## config.mk

```make
export PLATFORM = sky130hd
export DESIGN_NAME = phy_ft_top
export DESIGN_NICKNAME = d
export VERILOG_FILES = /design/src/hw/ft_pkg.sv /design/src/hw/link_monitor.sv /design/src/hw/failover_ctrl.sv /design/src/hw/rx_select.sv /design/src/hw/tx_steer.sv /design/src/hw/phy_ft_top.sv
export SDC_FILE = /design/constraint.sdc
export NUM_CORES = 1
export LEC_CHECK = 0
export ABC_AREA = 1
export BUFFER_PORTS_ARGS = -buffer_cell sky130_fd_sc_hd__buf_2
export CELL_PAD_IN_SITES_DETAIL_PLACEMENT = 1
export CELL_PAD_IN_SITES_GLOBAL_PLACEMENT = 1
export CORE_ASPECT_RATIO = 0.8
export CORE_MARGIN = 1
export CORE_UTILIZATION = 38
export DETAILED_ROUTE_END_ITERATION = 8
export GPL_TIMING_DRIVEN = 0
export PLACE_DENSITY_LB_ADDON = 0.1
export RECOVER_POWER = 100
export SLEW_MARGIN = 10
export SYNTH_ARGS = -nofsm -noshare
export SYNTH_HDL_FRONTEND = slang
export SYNTH_HIERARCHICAL = 1
export SYNTH_SLANG_ARGS = --single-unit
export TNS_END_PERCENT = 1
```

## constraint.sdc

```tcl
create_clock -name clk_i -period 2.1 [get_ports clk_i]
set_input_delay 0.21 -clock clk_i [delete_from_list [all_inputs] [get_ports clk_i]]
set_output_delay 0.21 -clock clk_i [all_outputs]
set_load 0.02 [all_outputs]
```

## src/hw/ft_pkg.sv

```systemverilog
package ft_pkg;

	////////////////////////////////////////////////////////////
	// Widths and codes

	// One GMII data byte
	typedef logic [7:0] byte_t;

	// In-band speed code as reported by the PHY
	typedef logic [1:0] spd_t;

	localparam spd_t SPD_10   = 2'd0;
	localparam spd_t SPD_100  = 2'd1;
	localparam spd_t SPD_1000 = 2'd2;

	// Redundant PHY ports
	localparam int PORT_NUM = 2;

	typedef logic [$clog2(PORT_NUM)-1:0] port_t;

	// Status filter length
	localparam int unsigned DEBOUNCE_W = 5;
	localparam logic [DEBOUNCE_W-1:0] DEBOUNCE_CYCLES = 5'd16;

	////////////////////////////////////////////////////////////
	// Bundles

	// In-band status of one PHY
	typedef struct packed {
		logic up;
		spd_t spd;
		logic dplx;
	} ibs_t;

	// One GMII direction, dv is rxdv or txen
	typedef struct packed {
		byte_t dat;
		logic  dv;
		logic  er;
	} gmii_t;

	// Link status seen by the MAC
	typedef struct packed {
		logic  up;
		port_t port;
		spd_t  spd;
		logic  dplx;
	} link_t;

	// Failover FSM
	typedef enum logic {
		FT_NO_LINK,
		FT_ACTIVE
	} ft_state_t;

endpackage

```

## src/hw/link_monitor.sv

```systemverilog
`timescale 1ns/1ps

module link_monitor (
	input  logic         clk_i,
	input  logic         arst_n_i,
	input  ft_pkg::ibs_t ibs_i,
	output ft_pkg::ibs_t ibs_o
);

	// Last raw sample and how long it has held
	ft_pkg::ibs_t sample_q;
	logic [ft_pkg::DEBOUNCE_W-1:0] run_q;
	logic run_done;

	// Filtered status
	ft_pkg::ibs_t stable_q;

	assign run_done = (run_q == ft_pkg::DEBOUNCE_CYCLES);

	////////////////////////////////////////////////////////////
	// Run counter

	always_ff @(posedge clk_i or negedge arst_n_i) begin
		if (!arst_n_i) begin
			sample_q <= '{up: 1'b0, spd: ft_pkg::SPD_10, dplx: 1'b0};
			run_q    <= '0;
		end else if (ibs_i != sample_q) begin
			// New value, first cycle of its run
			sample_q <= ibs_i;
			run_q    <= 1;
		end else if (!run_done) begin
			run_q <= run_q + 1'b1;
		end
	end

	////////////////////////////////////////////////////////////
	// Accept once the run is long enough

	always_ff @(posedge clk_i or negedge arst_n_i) begin
		if (!arst_n_i) begin
			stable_q <= '{up: 1'b0, spd: ft_pkg::SPD_10, dplx: 1'b0};
		end else if (run_done) begin
			stable_q <= sample_q;
		end
	end

	assign ibs_o = stable_q;

endmodule

```

## src/hw/failover_ctrl.sv

```systemverilog
`timescale 1ns/1ps

module failover_ctrl (
	input  logic          clk_i,
	input  logic          arst_n_i,
	input  ft_pkg::ibs_t  ibs0_i,
	input  ft_pkg::ibs_t  ibs1_i,
	input  logic          rx_busy_i,
	input  logic          tx_busy_i,
	output ft_pkg::link_t link_o,
	output logic          link_change_o
);

	ft_pkg::ft_state_t state_q;
	ft_pkg::ft_state_t state_d;

	ft_pkg::link_t link_q;
	ft_pkg::link_t link_d;

	logic change_q;
	logic change_d;

	// Status of the active port and of its partner
	ft_pkg::ibs_t act_ibs;
	ft_pkg::ibs_t oth_ibs;

	// Both directions between frames
	logic idle;

	assign act_ibs = link_q.port[0] ? ibs1_i : ibs0_i;
	assign oth_ibs = link_q.port[0] ? ibs0_i : ibs1_i;
	assign idle    = !rx_busy_i && !tx_busy_i;

	////////////////////////////////////////////////////////////
	// Next state

	always_comb begin
		state_d = state_q;
		link_d  = link_q;

		unique case (state_q)
			ft_pkg::FT_NO_LINK: begin
				// Port 0 wins when both are up
				if (ibs0_i.up) begin
					state_d     = ft_pkg::FT_ACTIVE;
					link_d.up   = 1'b1;
					link_d.port = 1'b0;
					link_d.spd  = ibs0_i.spd;
					link_d.dplx = ibs0_i.dplx;
				end else if (ibs1_i.up) begin
					state_d     = ft_pkg::FT_ACTIVE;
					link_d.up   = 1'b1;
					link_d.port = 1'b1;
					link_d.spd  = ibs1_i.spd;
					link_d.dplx = ibs1_i.dplx;
				end
			end

			ft_pkg::FT_ACTIVE: begin
				if (act_ibs.up) begin
					// Stay put, track speed and duplex
					link_d.spd  = act_ibs.spd;
					link_d.dplx = act_ibs.dplx;
				end else if (!oth_ibs.up) begin
					state_d   = ft_pkg::FT_NO_LINK;
					link_d.up = 1'b0;
				end else if (idle) begin
					// Swap only at a frame boundary
					link_d.port = ~link_q.port;
					link_d.spd  = oth_ibs.spd;
					link_d.dplx = oth_ibs.dplx;
				end
			end
		endcase
	end

	assign change_d = (link_d.up != link_q.up) || (link_d.port != link_q.port);

	////////////////////////////////////////////////////////////
	// Registers

	always_ff @(posedge clk_i or negedge arst_n_i) begin
		if (!arst_n_i) begin
			state_q  <= ft_pkg::FT_NO_LINK;
			link_q   <= '{up: 1'b0, port: 1'b0, spd: ft_pkg::SPD_10, dplx: 1'b0};
			change_q <= 1'b0;
		end else begin
			state_q  <= state_d;
			link_q   <= link_d;
			change_q <= change_d;
		end
	end

	assign link_o        = link_q;
	assign link_change_o = change_q;

endmodule

```

## src/hw/rx_select.sv

```systemverilog
`timescale 1ns/1ps

module rx_select (
	input  logic          clk_i,
	input  logic          arst_n_i,
	input  ft_pkg::gmii_t phy0_rx_i,
	input  ft_pkg::gmii_t phy1_rx_i,
	input  ft_pkg::link_t link_i,
	output ft_pkg::gmii_t mac_rx_o,
	output logic          rx_busy_o
);

	// Stream of the currently selected port
	ft_pkg::gmii_t sel_rx;

	// Output stage toward the MAC
	ft_pkg::gmii_t rx_q;

	assign sel_rx = link_i.port[0] ? phy1_rx_i : phy0_rx_i;

	////////////////////////////////////////////////////////////
	// Receive path

	always_ff @(posedge clk_i or negedge arst_n_i) begin
		if (!arst_n_i) begin
			rx_q <= '0;
		end else if (link_i.up) begin
			rx_q <= sel_rx;
		end else begin
			// No link so nothing reaches the MAC
			rx_q <= '0;
		end
	end

	assign mac_rx_o = rx_q;

	// Frame in flight on the active port
	assign rx_busy_o = sel_rx.dv;

endmodule

```

## src/hw/tx_steer.sv

```systemverilog
`timescale 1ns/1ps

module tx_steer (
	input  logic          clk_i,
	input  logic          arst_n_i,
	input  ft_pkg::gmii_t mac_tx_i,
	input  ft_pkg::link_t link_i,
	output ft_pkg::gmii_t phy0_tx_o,
	output ft_pkg::gmii_t phy1_tx_o,
	output logic          tx_busy_o
);

	// Port enables
	logic en0;
	logic en1;

	ft_pkg::gmii_t tx0_q;
	ft_pkg::gmii_t tx1_q;

	assign en0 = link_i.up && (link_i.port == 1'b0);
	assign en1 = link_i.up && (link_i.port == 1'b1);

	////////////////////////////////////////////////////////////
	// Transmit path

	// Inactive port sees idle
	always_ff @(posedge clk_i or negedge arst_n_i) begin
		if (!arst_n_i) begin
			tx0_q <= '0;
			tx1_q <= '0;
		end else begin
			tx0_q <= en0 ? mac_tx_i : '0;
			tx1_q <= en1 ? mac_tx_i : '0;
		end
	end

	assign phy0_tx_o = tx0_q;
	assign phy1_tx_o = tx1_q;

	assign tx_busy_o = mac_tx_i.dv;

endmodule

```

## src/hw/phy_ft_top.sv

```systemverilog
`timescale 1ns/1ps

module phy_ft_top (
	input  logic          clk_i,
	input  logic          arst_n_i,

	// In-band status from both PHYs
	input  ft_pkg::ibs_t  phy0_ibs_i,
	input  ft_pkg::ibs_t  phy1_ibs_i,

	// Receive side
	input  ft_pkg::gmii_t phy0_rx_i,
	input  ft_pkg::gmii_t phy1_rx_i,
	output ft_pkg::gmii_t mac_rx_o,

	// Transmit side
	input  ft_pkg::gmii_t mac_tx_i,
	output ft_pkg::gmii_t phy0_tx_o,
	output ft_pkg::gmii_t phy1_tx_o,

	// Status toward the MAC
	output ft_pkg::link_t link_o,
	output logic          link_change_o
);

	ft_pkg::ibs_t  ibs0;
	ft_pkg::ibs_t  ibs1;
	ft_pkg::link_t link;
	logic          rx_busy;
	logic          tx_busy;

	////////////////////////////////////////////////////////////
	// Status filters

	link_monitor mon0 (
		.clk_i    (clk_i),
		.arst_n_i (arst_n_i),
		.ibs_i    (phy0_ibs_i),
		.ibs_o    (ibs0)
	);

	link_monitor mon1 (
		.clk_i    (clk_i),
		.arst_n_i (arst_n_i),
		.ibs_i    (phy1_ibs_i),
		.ibs_o    (ibs1)
	);

	////////////////////////////////////////////////////////////
	// Port selection

	failover_ctrl ctrl (
		.clk_i         (clk_i),
		.arst_n_i      (arst_n_i),
		.ibs0_i        (ibs0),
		.ibs1_i        (ibs1),
		.rx_busy_i     (rx_busy),
		.tx_busy_i     (tx_busy),
		.link_o        (link),
		.link_change_o (link_change_o)
	);

	////////////////////////////////////////////////////////////
	// Data paths

	rx_select rx_sel (
		.clk_i     (clk_i),
		.arst_n_i  (arst_n_i),
		.phy0_rx_i (phy0_rx_i),
		.phy1_rx_i (phy1_rx_i),
		.link_i    (link),
		.mac_rx_o  (mac_rx_o),
		.rx_busy_o (rx_busy)
	);

	tx_steer tx_str (
		.clk_i     (clk_i),
		.arst_n_i  (arst_n_i),
		.mac_tx_i  (mac_tx_i),
		.link_i    (link),
		.phy0_tx_o (phy0_tx_o),
		.phy1_tx_o (phy1_tx_o),
		.tx_busy_o (tx_busy)
	);

	assign link_o = link;

endmodule

```

==> flow_summary.yaml <==
placement:
  place_inst: 518
  gp_congestion: 0.8400
  dpl_cell_area_um2: 3405
  numPortBuffers: 75
  hpwlAfterDp_um: 4825
sta:
  timing.final.crit_period_ns: 1.857
  maxSlewViolCount: 0
  fin_skew_ns: 0.007693
  hold-worst-slack_ns: 0.08627
  tightestPinTransition_ns: 1.400
  setup-violations-final: 0
  max_freq_mhz: 538.5
  hold_viol: 0
  fin_tns_setup_ns: 0
  min_period_over_period_pct: 88.43
  grt_setup_unrepaired: "no"
  relSlewSlack_pct: 6.642
critical_path:
  reg2reg_slack_ns: 0.24
  cp_slowest_stage_delay_ns: 0.61
  cp_common_cell: "nand2_1"
  end_kind: "flip-flop"
  cp_max_fo: 12
  critPathRequiredTime_ns: 2.33
  timing.rr.start: "ctrl/link_o[3]$_DFF_PN0_"
  crit_chain: "inv_2, nand2_1, nand2_1, inv_1, inv_1, nand2_1, nand2_1, o21ai_2, nor2_1, nand2_1, nand2_1"
  arrival_ns: 2.09
  crit_path_start_kind: "flip-flop"
  reg2reg_depth: 11
  crit_type: "flip-flop to flip-flop"
  worstReg2RegEnd: "ctrl/link_o[0]$_DFFE_PN0P_"
  slowest_stage: "dfrtp_1"
route:
  ant_nets: 0
  wirelength_um: 6604
  via_per_inst: 4.503
  drtIter0Drc: 45
  routedWlPerCell_um: 12.34
  dr_total_vias: 2409
  first_pass_iters: 4
  drc: 0
clock_network:
  cts_made_buffers: 9
  cts_setup_buffers: 0
  cts_sinks: 63
  cts_tree: "done"
  clk_pin_slew_ns: 0.07
  cts_max_level: 3
  insertion_delay_ns: 0.34
  cts_buffer_depth: 2
  cts-root-buf: "clkbuf_8"
finish:
  layout-drive-gt1-share_pct: 16.28
  final_nets: 469
  diodes: 0
  postLayoutCellArea_um2: 3468
  area_delta_synth_final_pct: 19.79
  finalNonFillerCells: 535
worst_hold_path:
  hold_path_depth: 2
  hp-class: "input pin to flip-flop"
  holdPathEnd: "mon0/sample_q[0]$_DFFE_PN0P_"
  hold_start: "phy0_ibs_i[0]"
logic_synthesis:
  synth_area_um2: 2895
  synth_top_area_share_pct: 54.45
  ys_ff_latch: 63
  ys_types: 25
  synth_ff_type: "dfrtp_1"
  synth_nets: 382
  yosysMostFrequentCell: "nand2_1"
  synth_area_per_cell_um2: 8.566
  yosys_warnings: 6
  ys_async_sr_fraction_pct: 100.0
  ys_top_cells_by_area: "dfrtp_1, nand2_1, nor2_1, inv_1, o21ai_2"
  synth_edf_count: 0
  yosys-top-cells-count: "nand2_1, dfrtp_1, nor2_1"
  yosysSeqAreaShare_pct: 54.45
  synth_area_leader_cell: "dfrtp_1"
  syn_inst: 338
floorplan:
  die_x_um: 99.59
  die_h_um: 80.07
  initial_utilization_pct: 39.17
  die_area_um2: 7974
  core_area_um2: 7392
  boundaryPins: 76
  rows: 28
global_route:
  grt_max_degree: 64
  grt_usage_pct: 18.41
  grt_pass1_wl_um: 11160
  first_global_vias: 2440
  antenna_found_initial: 0
  grt.overflow.total: 0
run_status:
  status: "finished clean"
pwr:
  finalPower_mw: 2.336
  p_leak_nw: 1.842
  power_per_cell_area_nw_per_um2: 673.4
  ir_worst_vdd_mv: 0.4908
flow_run:
  maxCapViolCount: 0
## registers in the layout (all words and copies together), names as in the netlist, 4 cells and up
signal and cells:
rx_sel/mac_rx_o 10, tx_str/phy0_tx_o 10, tx_str/phy1_tx_o 10, ctrl/link_o 5, mon0/run_q 5, mon1/run_q 5, mon0/ibs_o 4, mon0/sample_q 4
mon1/ibs_o 4, mon1/sample_q 4
## per-stage QoR
step,utilization (%),setup WS [ns]
2_1_floorplan,-,0.5213
3_3_place_gp,46.02,0.2984
3_5_place_dp,46.06,0.2980
4_1_cts,48.65,0.2753
5_1_grt,46.92,0.07556
6_report,46.92,0.2430
## critical path, delay by kind of cell (launching register included)
| kind | cells | cell delay (ns) |
|---|---|---|
| buf+inv | 3 | 0.30 |
| simple gates | 7 | 0.52 |
| flops | 1 | 0.61 |
| compound gates | 1 | 0.31 |
## area by class of cell
class | count | area (um^2)
inverter | 51 | 191.4
clock buffer | 10 | 137.6
multi-input combinational | 210 | 996.0
timing repair buffer | 76 | 330.3
tap | 105 | 131.4
clock inverter | 6 | 43.79
buffer | 14 | 61.31
sequential | 63 | 1577
fill | 933 | 3924
## layout by cell type, fill, tap and decap left out, drive strengths merged
cell type,Yosys,routed
nor2,62,62
dfrtp,63,63
o211ai,1,1
xor2,6,6
ha,4,4
nand3,17,17
a31oi,1,1
clkbuf,8,65
dlygate4sd3,0,1
buf,6,34
clkinvlp,0,1
a21oi,5,5
clkinv,0,3
o21ai,26,26
inv,51,53
o21a,2,2
nand2,86,86
## how the worst max path moves through the flow
stage,from,endpoint,cells past startpoint
2_1_floorplan,ctrl/link_o[3]$_DFF_PN0_,ctrl/link_o[0]$_DFFE_PN0P_,11
3_3_place_gp,ctrl/link_o[3]$_DFF_PN0_,ctrl/link_o[0]$_DFFE_PN0P_,11
3_5_place_dp,ctrl/link_o[3]$_DFF_PN0_,ctrl/link_o[2]$_DFFE_PN0P_,11
4_1_cts,ctrl/link_o[3]$_DFF_PN0_,ctrl/link_o[0]$_DFFE_PN0P_,11
5_1_grt,ctrl/link_o[3]$_DFF_PN0_,ctrl/link_o[0]$_DFFE_PN0P_,11
6_report,ctrl/link_o[3]$_DFF_PN0_,ctrl/link_o[0]$_DFFE_PN0P_,11
## power breakdown
part	internal [mW]	total [mW]	switching (mW)	leakage, nW
Combinational	0.0544	0.142	0.0873	0.897
Clock	0.466	0.958	0.493	0.0930
Sequential	1.23	1.24	0.0103	0.852
## cell families after synthesis
kind of cell / share of synthesized area [%]
flops: 54.45
buf+inv: 9.291
simple gates: 24.81
fa+ha+maj: 1.729
xor+xnor: 1.815
compound gates: 7.908
## layer usage
| layer | global-route usage (%) | part of all wire, % | routed length (um) | vias up |
|---|---|---|---|---|
| met3 | 7.398 | 6.0 | 397 | 4 |
| li1 | - | - | - | 1189 |
| met4 | 3.971 | 0.77 | 51 | 0 |
| met1 | 22.22 | 46 | 3013 | 1151 |
| met5 | 0 | 0 | 0 | - |
| met2 | 31.11 | 48 | 3142 | 65 |
## timing repair
action                    4_1_cts  5_1_grt
hold buffers                    1        0
resized for setup               0        0
hold endpoints to repair       63        0
Note: power is estimated with default switching activity, not from simulation.
